==> src/hw/rvPkg.sv <==
package rvPkg;

   // Major opcode, instruction bits 6 to 2
   typedef enum logic [4:0] {
      LOAD   = 5'b00000,
      OPIMM  = 5'b00100,
      AUIPC  = 5'b00101,
      STORE  = 5'b01000,
      OP     = 5'b01100,
      LUI    = 5'b01101,
      BRANCH = 5'b11000,
      JALR   = 5'b11001,
      JAL    = 5'b11011
   } opcode_e;

   // Encoded as {instr[30], funct3}; passB takes a free code for LUI
   typedef enum logic [3:0] {
      aluAdd   = 4'b0000,
      aluSll   = 4'b0001,
      aluSlt   = 4'b0010,
      aluSltu  = 4'b0011,
      aluXor   = 4'b0100,
      aluSrl   = 4'b0101,
      aluOr    = 4'b0110,
      aluAnd   = 4'b0111,
      aluSub   = 4'b1000,
      aluPassB = 4'b1001,
      aluSra   = 4'b1101
   } aluOp_e;

   typedef enum logic [2:0] {
      immI,
      immS,
      immB,
      immU,
      immJ,
      immNone
   } immType_e;

   typedef enum logic [1:0] {
      wbMem  = 2'd0,
      wbAlu  = 2'd1,
      wbLink = 2'd2
   } wbSel_e;

   typedef struct packed {
      logic       aSel;
      logic       bSel;
      logic       brUn;
      aluOp_e     aluOp;
      logic       isBranch;
      logic       isJump;
      logic [2:0] brFunct3;
      logic       memRead;
      logic       memWrite;
      logic [1:0] memSize;
   } exCtrl_t;

   typedef struct packed {
      logic       regWrEn;
      wbSel_e     wbSel;
      logic [2:0] loadFunct3;
   } wbCtrl_t;

   typedef struct packed {
      logic decA;
      logic decB;
      logic exA;
      logic exB;
   } fwd_t;

   typedef struct packed {
      logic        valid;
      logic        we;
      logic [31:0] addr;
      logic [31:0] wdata;
      logic [3:0]  byteEn;
   } dmemReq_t;

   typedef struct packed {
      logic        valid;
      logic [4:0]  rd;
      logic [31:0] data;
   } retire_t;

   // addi x0, x0, 0
   localparam logic [31:0] nopInstr = 32'h0000_0013;

endpackage
==> src/hw/cpuCore.sv <==
`timescale 1ns/100ps

module cpuCore import rvPkg::*; #(
   parameter logic [31:0] resetPc = 32'h0000_0000
) (
   input  logic        clk,
   input  logic        rst,
   input  logic [31:0] imemData,
   input  logic [31:0] dmemRdata,
   output logic [31:0] imemAddr,
   output dmemReq_t    dmemReq,
   output retire_t     retire
);

   // Fetch and decode
   logic [31:0] pc;
   logic        decValid;
   logic [31:0] decInstr;
   logic [31:0] decPc;
   logic [31:0] imm;
   logic [31:0] rfData1;
   logic [31:0] rfData2;
   immType_e    immType;

   // Execute
   logic [31:0] exPc;
   logic [31:0] exRs1;
   logic [31:0] exRs2;
   logic [31:0] exImm;
   logic [4:0]  exRd;
   exCtrl_t     exCtrl;
   logic [31:0] aluResult;
   logic [31:0] storeVal;
   logic        brTaken;
   logic        kill;
   logic [31:0] lsWdata;
   logic [3:0]  lsByteEn;

   // Memory and writeback
   logic [31:0] wbAluVal;
   logic [31:0] wbLinkVal;
   logic [1:0]  wbAddrLow;
   logic [4:0]  wbRd;
   wbCtrl_t     wbCtrl;
   logic [31:0] loadVal;
   logic [31:0] wbVal;
   fwd_t        fwd;

   // Redirect goes out in the same cycle the branch resolves
   assign imemAddr = kill ? aluResult : pc;

   always_ff @(posedge clk) begin
      if (rst) begin
         pc       <= resetPc;
         decValid <= 1'b0;
      end else begin
         pc       <= imemAddr + 32'd4;
         decValid <= 1'b1;
      end
   end

   // Nothing has been fetched yet in the first cycle after reset
   assign decInstr = decValid ? imemData : nopInstr;

   pipeControl pipeControl_inst (
      .clk     (clk),
      .rst     (rst),
      .instr   (decInstr),
      .brTaken (brTaken),
      .immType (immType),
      .exCtrl  (exCtrl),
      .wbCtrl  (wbCtrl),
      .fwd     (fwd),
      .exRd    (exRd),
      .wbRd    (wbRd),
      .kill    (kill)
   );

   immGen immGen_inst (
      .instr   (decInstr),
      .immType (immType),
      .imm     (imm)
   );

   regFile regFile_inst (
      .clk     (clk),
      .rst     (rst),
      .rs1     (decInstr[19:15]),
      .rs2     (decInstr[24:20]),
      .rd      (wbRd),
      .wrEn    (wbCtrl.regWrEn),
      .wrData  (wbVal),
      .rdData1 (rfData1),
      .rdData2 (rfData2)
   );

   always_ff @(posedge clk) begin
      decPc     <= imemAddr;
      exPc      <= decPc;
      exRs1     <= fwd.decA ? wbVal : rfData1;
      exRs2     <= fwd.decB ? wbVal : rfData2;
      exImm     <= imm;
      wbAluVal  <= aluResult;
      wbLinkVal <= exPc + 32'd4;
      wbAddrLow <= aluResult[1:0];
   end

   execUnit execUnit_inst (
      .ctrl      (exCtrl),
      .pc        (exPc),
      .rs1Val    (exRs1),
      .rs2Val    (exRs2),
      .imm       (exImm),
      .wbVal     (wbVal),
      .fwdA      (fwd.exA),
      .fwdB      (fwd.exB),
      .aluResult (aluResult),
      .storeVal  (storeVal),
      .brTaken   (brTaken)
   );

   loadStoreAlign loadStoreAlign_inst (
      .storeVal   (storeVal),
      .addr       (aluResult),
      .memSize    (exCtrl.memSize),
      .loadFunct3 (wbCtrl.loadFunct3),
      .wbAddrLow  (wbAddrLow),
      .rdata      (dmemRdata),
      .wdata      (lsWdata),
      .byteEn     (lsByteEn),
      .loadVal    (loadVal)
   );

   assign dmemReq.valid  = exCtrl.memRead || exCtrl.memWrite;
   assign dmemReq.we     = exCtrl.memWrite;
   assign dmemReq.addr   = aluResult;
   assign dmemReq.wdata  = lsWdata;
   assign dmemReq.byteEn = exCtrl.memWrite ? lsByteEn : 4'b0000;

   always_comb begin
      case (wbCtrl.wbSel)
         wbMem:   wbVal = loadVal;
         wbLink:  wbVal = wbLinkVal;
         default: wbVal = wbAluVal;
      endcase
   end

   assign retire.valid = wbCtrl.regWrEn && (wbRd != 5'd0);
   assign retire.rd    = wbRd;
   assign retire.data  = wbVal;

   // A load to a live register retires exactly one cycle after its request
   assert property (@(posedge clk) disable iff (rst)
      (exCtrl.memRead && exRd != 5'd0) |=> (retire.valid && retire.rd == $past(exRd)));

endmodule

==> src/hw/loadStoreAlign.sv <==
`timescale 1ns/100ps

module loadStoreAlign (
   input  logic [31:0] storeVal,
   input  logic [31:0] addr,
   input  logic [1:0]  memSize,
   input  logic [2:0]  loadFunct3,
   input  logic [1:0]  wbAddrLow,
   input  logic [31:0] rdata,
   output logic [31:0] wdata,
   output logic [3:0]  byteEn,
   output logic [31:0] loadVal
);

   logic [31:0] laneData;

   // Store data is replicated so the enabled lanes pick it up
   always_comb begin
      case (memSize)
         2'b00: begin
            wdata  = {4{storeVal[7:0]}};
            byteEn = 4'b0001 << addr[1:0];
         end
         2'b01: begin
            wdata  = {2{storeVal[15:0]}};
            byteEn = addr[1] ? 4'b1100 : 4'b0011;
         end
         default: begin
            wdata  = storeVal;
            byteEn = 4'b1111;
         end
      endcase
   end

   // Move the addressed lane down to bit 0
   assign laneData = rdata >> {wbAddrLow, 3'b000};

   always_comb begin
      case (loadFunct3)
         3'b000:  loadVal = {{24{laneData[7]}}, laneData[7:0]};
         3'b001:  loadVal = {{16{laneData[15]}}, laneData[15:0]};
         3'b100:  loadVal = {24'b0, laneData[7:0]};
         3'b101:  loadVal = {16'b0, laneData[15:0]};
         default: loadVal = laneData;
      endcase
   end

endmodule

==> src/hw/execUnit.sv <==
`timescale 1ns/100ps

module execUnit import rvPkg::*; (
   input  exCtrl_t     ctrl,
   input  logic [31:0] pc,
   input  logic [31:0] rs1Val,
   input  logic [31:0] rs2Val,
   input  logic [31:0] imm,
   input  logic [31:0] wbVal,
   input  logic        fwdA,
   input  logic        fwdB,
   output logic [31:0] aluResult,
   output logic [31:0] storeVal,
   output logic        brTaken
);

   logic [31:0] opA;
   logic [31:0] opB;
   logic [31:0] aluA;
   logic [31:0] aluB;
   logic [31:0] aluOut;
   logic        isEq;
   logic        isLt;
   logic        cond;

   // Writeback result overrides the operand read one cycle ago
   assign opA = fwdA ? wbVal : rs1Val;
   assign opB = fwdB ? wbVal : rs2Val;

   assign aluA = ctrl.aSel ? pc : opA;
   assign aluB = ctrl.bSel ? imm : opB;

   always_comb begin
      case (ctrl.aluOp)
         aluSub:   aluOut = aluA - aluB;
         aluSll:   aluOut = aluA << aluB[4:0];
         aluSlt:   aluOut = {31'b0, $signed(aluA) < $signed(aluB)};
         aluSltu:  aluOut = {31'b0, aluA < aluB};
         aluXor:   aluOut = aluA ^ aluB;
         aluSrl:   aluOut = aluA >> aluB[4:0];
         aluSra:   aluOut = $signed(aluA) >>> aluB[4:0];
         aluOr:    aluOut = aluA | aluB;
         aluAnd:   aluOut = aluA & aluB;
         aluPassB: aluOut = aluB;
         default:  aluOut = aluA + aluB;
      endcase
   end

   // JALR target drops bit 0, JAL targets are even already
   assign aluResult = ctrl.isJump ? {aluOut[31:1], 1'b0} : aluOut;
   assign storeVal  = opB;

   assign isEq = (opA == opB);
   assign isLt = ctrl.brUn ? (opA < opB) : ($signed(opA) < $signed(opB));

   always_comb begin
      case (ctrl.brFunct3)
         3'b000:        cond = isEq;
         3'b001:        cond = !isEq;
         3'b100, 3'b110: cond = isLt;
         3'b101, 3'b111: cond = !isLt;
         default:       cond = 1'b0;
      endcase
   end

   assign brTaken = ctrl.isBranch && cond;

endmodule

==> src/hw/regFile.sv <==
`timescale 1ns/100ps

module regFile (
   input  logic        clk,
   input  logic        rst,
   input  logic [4:0]  rs1,
   input  logic [4:0]  rs2,
   input  logic [4:0]  rd,
   input  logic        wrEn,
   input  logic [31:0] wrData,
   output logic [31:0] rdData1,
   output logic [31:0] rdData2
);

   // x0 has no storage
   logic [31:0] regs [1:31];

   always_ff @(posedge clk) begin
      if (rst) begin
         for (int i = 1; i < 32; i++)
            regs[i] <= '0;
      end else if (wrEn && (rd != 5'd0)) begin
         regs[rd] <= wrData;
      end
   end

   assign rdData1 = (rs1 == 5'd0) ? '0 : regs[rs1];
   assign rdData2 = (rs2 == 5'd0) ? '0 : regs[rs2];

   // A write shows up on the first read of that register after the edge
   assert property (@(posedge clk) disable iff (rst)
      (wrEn && rd != 5'd0) ##1 (rs1 == $past(rd)) |-> (rdData1 == $past(wrData)));

endmodule

==> src/hw/immGen.sv <==
`timescale 1ns/100ps

module immGen import rvPkg::*; (
   input  logic [31:0] instr,
   input  immType_e    immType,
   output logic [31:0] imm
);

   always_comb begin
      case (immType)
         immI: imm = {{20{instr[31]}}, instr[31:20]};
         immS: imm = {{20{instr[31]}}, instr[31:25], instr[11:7]};
         // Branch offsets are in units of two bytes
         immB: begin
            imm = {{19{instr[31]}}, instr[31], instr[7], instr[30:25],
                   instr[11:8], 1'b0};
         end
         immU: imm = {instr[31:12], 12'b0};
         immJ: begin
            imm = {{11{instr[31]}}, instr[31], instr[19:12], instr[20],
                   instr[30:21], 1'b0};
         end
         default: imm = '0;
      endcase
   end

endmodule

==> src/hw/pipeControl.sv <==
`timescale 1ns/100ps

module pipeControl import rvPkg::*; (
   input  logic        clk,
   input  logic        rst,
   input  logic [31:0] instr,
   input  logic        brTaken,
   output immType_e    immType,
   output exCtrl_t     exCtrl,
   output wbCtrl_t     wbCtrl,
   output fwd_t        fwd,
   output logic [4:0]  exRd,
   output logic [4:0]  wbRd,
   output logic        kill
);

   logic [31:0] exInstr;
   logic [31:0] wbInstr;
   opcode_e     decOp;
   opcode_e     exOp;
   opcode_e     wbOp;
   logic        wbWrites;

   function automatic logic usesRs1(opcode_e op);
      return op inside {LOAD, STORE, BRANCH, JALR, OP, OPIMM};
   endfunction

   function automatic logic usesRs2(opcode_e op);
      return op inside {STORE, BRANCH, OP};
   endfunction

   assign decOp = opcode_e'(instr[6:2]);
   assign exOp  = opcode_e'(exInstr[6:2]);
   assign wbOp  = opcode_e'(wbInstr[6:2]);
   assign exRd  = exInstr[11:7];
   assign wbRd  = wbInstr[11:7];

   // Wrong-path instruction in decode is dropped on a redirect
   always_ff @(posedge clk) begin
      if (rst) begin
         exInstr <= nopInstr;
         wbInstr <= nopInstr;
      end else begin
         exInstr <= kill ? nopInstr : instr;
         wbInstr <= exInstr;
      end
   end

   always_comb begin
      case (decOp)
         LOAD, JALR, OPIMM: immType = immI;
         STORE:             immType = immS;
         BRANCH:            immType = immB;
         JAL:               immType = immJ;
         AUIPC, LUI:        immType = immU;
         default:           immType = immNone;
      endcase
   end

   // Execute stage controls
   always_comb begin
      exCtrl       = '0;
      exCtrl.aluOp = aluAdd;
      case (exOp)
         LOAD: begin
            exCtrl.bSel    = 1'b1;
            exCtrl.memRead = 1'b1;
            exCtrl.memSize = exInstr[13:12];
         end
         STORE: begin
            exCtrl.bSel     = 1'b1;
            exCtrl.memWrite = 1'b1;
            exCtrl.memSize  = exInstr[13:12];
         end
         BRANCH: begin
            // ALU computes the target, the comparator decides
            exCtrl.aSel     = 1'b1;
            exCtrl.bSel     = 1'b1;
            exCtrl.isBranch = 1'b1;
            exCtrl.brFunct3 = exInstr[14:12];
            exCtrl.brUn     = exInstr[13];
         end
         JALR: begin
            exCtrl.bSel   = 1'b1;
            exCtrl.isJump = 1'b1;
         end
         JAL: begin
            exCtrl.aSel   = 1'b1;
            exCtrl.bSel   = 1'b1;
            exCtrl.isJump = 1'b1;
         end
         OP: begin
            exCtrl.aluOp = aluOp_e'({exInstr[30], exInstr[14:12]});
         end
         OPIMM: begin
            exCtrl.bSel = 1'b1;
            // Bit 30 is part of the immediate except on shifts
            if (exInstr[13:12] == 2'b01)
               exCtrl.aluOp = aluOp_e'({exInstr[30], exInstr[14:12]});
            else
               exCtrl.aluOp = aluOp_e'({1'b0, exInstr[14:12]});
         end
         AUIPC: begin
            exCtrl.aSel = 1'b1;
            exCtrl.bSel = 1'b1;
         end
         LUI: begin
            exCtrl.bSel  = 1'b1;
            exCtrl.aluOp = aluPassB;
         end
         default: ;
      endcase
   end

   assign kill = brTaken || exCtrl.isJump;

   // Writeback stage controls
   always_comb begin
      wbCtrl.regWrEn    = 1'b0;
      wbCtrl.wbSel      = wbAlu;
      wbCtrl.loadFunct3 = 3'b010;
      case (wbOp)
         LOAD: begin
            wbCtrl.regWrEn    = 1'b1;
            wbCtrl.wbSel      = wbMem;
            wbCtrl.loadFunct3 = wbInstr[14:12];
         end
         JAL, JALR: begin
            wbCtrl.regWrEn = 1'b1;
            wbCtrl.wbSel   = wbLink;
         end
         OP, OPIMM, AUIPC, LUI: wbCtrl.regWrEn = 1'b1;
         default: ;
      endcase
   end

   assign wbWrites = wbCtrl.regWrEn && (wbRd != 5'd0);

   assign fwd.decA = wbWrites && (wbRd == instr[19:15]) && usesRs1(decOp);
   assign fwd.decB = wbWrites && (wbRd == instr[24:20]) && usesRs2(decOp);
   assign fwd.exA  = wbWrites && (wbRd == exInstr[19:15]) && usesRs1(exOp);
   assign fwd.exB  = wbWrites && (wbRd == exInstr[24:20]) && usesRs2(exOp);

   // The slot behind a redirect is a bubble
   assert property (@(posedge clk) disable iff (rst)
      kill |=> !(kill || exCtrl.memRead || exCtrl.memWrite));

endmodule

==> config.mk <==
export PLATFORM = sky130hd
export DESIGN_NAME = cpuCore
export DESIGN_NICKNAME = d
export VERILOG_FILES = /design/src/hw/rvPkg.sv /design/src/hw/cpuCore.sv /design/src/hw/loadStoreAlign.sv /design/src/hw/execUnit.sv /design/src/hw/regFile.sv /design/src/hw/immGen.sv /design/src/hw/pipeControl.sv
export SDC_FILE = /design/constraint.sdc
export NUM_CORES = 2
export LEC_CHECK = 0
export BUFFER_PORTS_ARGS = -buffer_cell sky130_fd_sc_hd__buf_4
export CAP_MARGIN = 20
export CORE_MARGIN = 4
export CORE_UTILIZATION = 50
export CTS_BUF_LIST = sky130_fd_sc_hd__clkbuf_8 sky130_fd_sc_hd__clkbuf_16
export DETAILED_ROUTE_END_ITERATION = 8
export PLACE_DENSITY = 0.66
export REMOVE_ABC_BUFFERS = 1
export SYNTH_ARGS = -nofsm -noshare
export SYNTH_HDL_FRONTEND = slang
export SYNTH_HIERARCHICAL = 1
export SYNTH_SLANG_ARGS = --single-unit
==> constraint.sdc <==
create_clock -name clk -period 8.7 [get_ports clk]
set_input_delay 1.305 -clock clk [delete_from_list [all_inputs] [get_ports clk]]
set_output_delay 1.305 -clock clk [all_outputs]
set_load 0.02 [all_outputs]
==> impl_metrics.yaml <==
status:
  status: "finished with violations"
  violations: "antenna rules"
detailed_routing:
  drt_iter0_drc: 8599
  drt_wl_total_mm: 313
  vias: 59700
  wl_per_cell_um: 34.8
  drt-pass1-iter-count: 6
  drt-vias-per-instance: 6.64
  route.detailed.drc: 0
  drtAntennaViolNets: 1
sta:
  setup-violations-final: 0
  skew_ps: 47.8
  maxSlewHeadroom: 0.156
  hold_violations: 0
  slew_viol_final: 0
  fin_ws_ps: 61.4
  fmax_mhz: 116
  tightest_slew_ps: 1260
  min_period_ps: 8640
  hold_slack_ps: 299
  period_share: 0.993
  rsz0062_at_grt: "true"
flow_run:
  maxCapViolations: 0
worst_setup_path:
  cp-end-kind: "primary output"
  rrSetupSlack_ps: 1160
  critical_path_required_ps: 7390
  path_class: "register to primary output"
  r2r_end: "pc[31]$_SDFF_PP0_"
  cp_max_fo: 32
  crit_path_start_kind: "register"
  critical_path_arrival_ps: 7330
  timing.rr.start: "pipeControl_inst/wbInstr[4]$_SDFF_PP1_"
  crit_start: "pipeControl_inst/wbInstr[4]$_SDFF_PP1_"
  reg2regPathDepth: 28
grt:
  grt_max_degree: 108
  grtUsageTotal: 0.375
  grt_overflow: 0
  use_met3: 0.0990
  grt_pass1_wl_mm: 434
  grt_pass1_vias: 56700
  antenna_found_initial: 26
  met2_usage: 0.557
  grt_use_met1: 0.501
  busiest_layer: "met2"
floorplanning:
  die_width_um: 403
  io_pins: 206
  rows: 144
  dieArea_mm2: 0.162
  coreArea_mm2: 0.155
  die_y_um: 403
  initial_core_util: 0.504
clocking:
  cts_tree: "yes"
  hold_buffers: 0
  insertion_delay_ps: 800
  numCtsBuffers: 147
  cts_buffer_depth: 3
  h-tree-depth: 4
  clockRootBuffer: "clkbuf_16"
  clk_pin_slew_ps: 60
  cts_sinks: 1318
final_layout:
  drive_gt1_frac: 0.250
  multi_input_area_mm2: 0.0389
  finish.net_count: 7009
  fillCellCount: 12700
  fin_util: 0.573
  seqCellArea_mm2: 0.0366
  syn_to_final_growth_pct: 13.6
  final_cells: 8991
placed_design:
  portBuffers: 203
  dpl_worst_slack_ps: 213
  dp_cells: 8694
  gp_congestion: 1.03
  dp_hpwl_mm: 214
power_and_ir_drop:
  leakage_nw: 33.8
  power_density_mw_per_mm2: 232
  ir_worst_vdd_v: 0.000242
  power.total_w: 0.0205
worst_hold_path:
  hold_path.class: "register to register"
  holdPathStages: 0
  hp-start: "decPc[7]$_DFF_P_"
  min_to: "exPc[7]$_DFF_P_"
synth:
  synth_area_mm2: 0.0779
  synthCells: 6583
  avgSynthCellArea_um2: 11.8
  yosys_warnings: 6
## per-stage QoR
stage          setup TNS, ps  cell area, µm²
6_report                   0           88500
3_5_place_dp               0           83500
3_3_place_gp               0           83500
4_1_cts                    0           88200
5_1_grt                 -179           88500
2_1_floorplan       -1201460           75200
## routing by layer
layer,vias to the layer above,share of wire
met3,841,0.12
met1,29800,0.38
met4,10,0.067
met2,4097,0.43
met5,-,0.00021
li1,25000,-
## state kept, by name (all words and copies together) (netlist names)
| register | flops |
|---|---|
| regFile_inst/regs | 1024 |
| wbAluVal | 31 |
| wbLinkVal | 32 |
| pipeControl_inst/exInstr | 24 |
| decPc | 32 |
| exImm | 32 |
| decValid | 1 |
| wbAddrLow | 1 |
| pc | 32 |
| pipeControl_inst/wbInstr | 13 |
| exRs1 | 32 |
| exRs2 | 32 |
| exPc | 32 |
## how the worst max path moves through the flow
stage / slack, ps / end
after global placement: 250 / dmemReq[0]
after global routing: -60 / dmemReq[0]
final: 60 / imemAddr[14]
after CTS: 40 / imemAddr[31]
after detailed placement: 210 / imemAddr[31]
after floorplan: -8210 / exRs2[30]$_DFF_P_
## report_power, final
group / switching (W) / total (W) / internal (W) / leakage (nW)
Combinational: 0.00464 / 0.00702 / 0.00238 / 18.4
Sequential: 0.000279 / 0.00745 / 0.00717 / 13.0
Clock: 0.00261 / 0.00606 / 0.00345 / 2.43
Total: 0.00753 / 0.0205 / 0.0130 / 33.8
## layout by cell type, fill, tap and decap left out, drive strengths merged, types with 16 or more instances in the layout
| master | instances |
|---|---|
| nand4 | 32 |
| nand2 | 259 |
| or3 | 16 |
| conb | 32 |
| a211oi | 94 |
| edfxtp | 1024 |
| nand2b | 27 |
| clkbuf | 163 |
| nor3 | 86 |
| a22o | 53 |
| o21ai | 213 |
| a21o | 27 |
| a221oi | 25 |
| a21oi | 221 |
| inv | 191 |
| o211ai | 26 |
| diode | 23 |
| o22ai | 97 |
| ha | 131 |
| and3 | 21 |
| mux4 | 358 |
| a31oi | 26 |
| and2 | 1071 |
| nand3 | 75 |
| or2 | 42 |
| clkinv | 49 |
| nor2 | 244 |
| nor2b | 98 |
| buf | 658 |
| a2111oi | 63 |
| a22oi | 115 |
| mux2i | 544 |
| mux2 | 250 |
| dfxtp | 294 |
| xnor2 | 56 |
| nor4 | 47 |
## repair_timing
item                       in CTS  in global routing
setup buffers                   0                  5
gates resized for setup         8                 31
pin swaps                       1                 10
setup endpoints to repair      29                 40
cloned                          1                  0
## critical path, stage by stage (launching register included)
cell	delay, ps
dfxtp_1	350
and4b_2	510
a21o_1	360
o21ai_2	210
nor3_2	290
buf_12	260
mux2_2	440
mux2i_4	180
inv_2	70
ha_1	250
fa_1	460
nor2_1	180
o221ai_1	220
a21oi_2	180
buf_4	160
buf_4	140
a21oi_1	70
a21bo_2	250
a2111oi_1	360
buf_4	180
nor2_1	50
a221o_1	360
a221o_1	450
mux2i_1	220
inv_1	90
buf_4	170
## layout make-up
class | instances | share of cell area
antenna | 23 | 0.000650
clock buffer | 161 | 0.0444
clock inverter | 102 | 0.00821
inverter | 147 | 0.00623
multi-input combinational | 4536 | 0.439
sequential | 1318 | 0.414
tap | 2044 | 0.0289
timing repair buffer | 660 | 0.0586
Note: power is estimated with default switching activity, not from simulation.
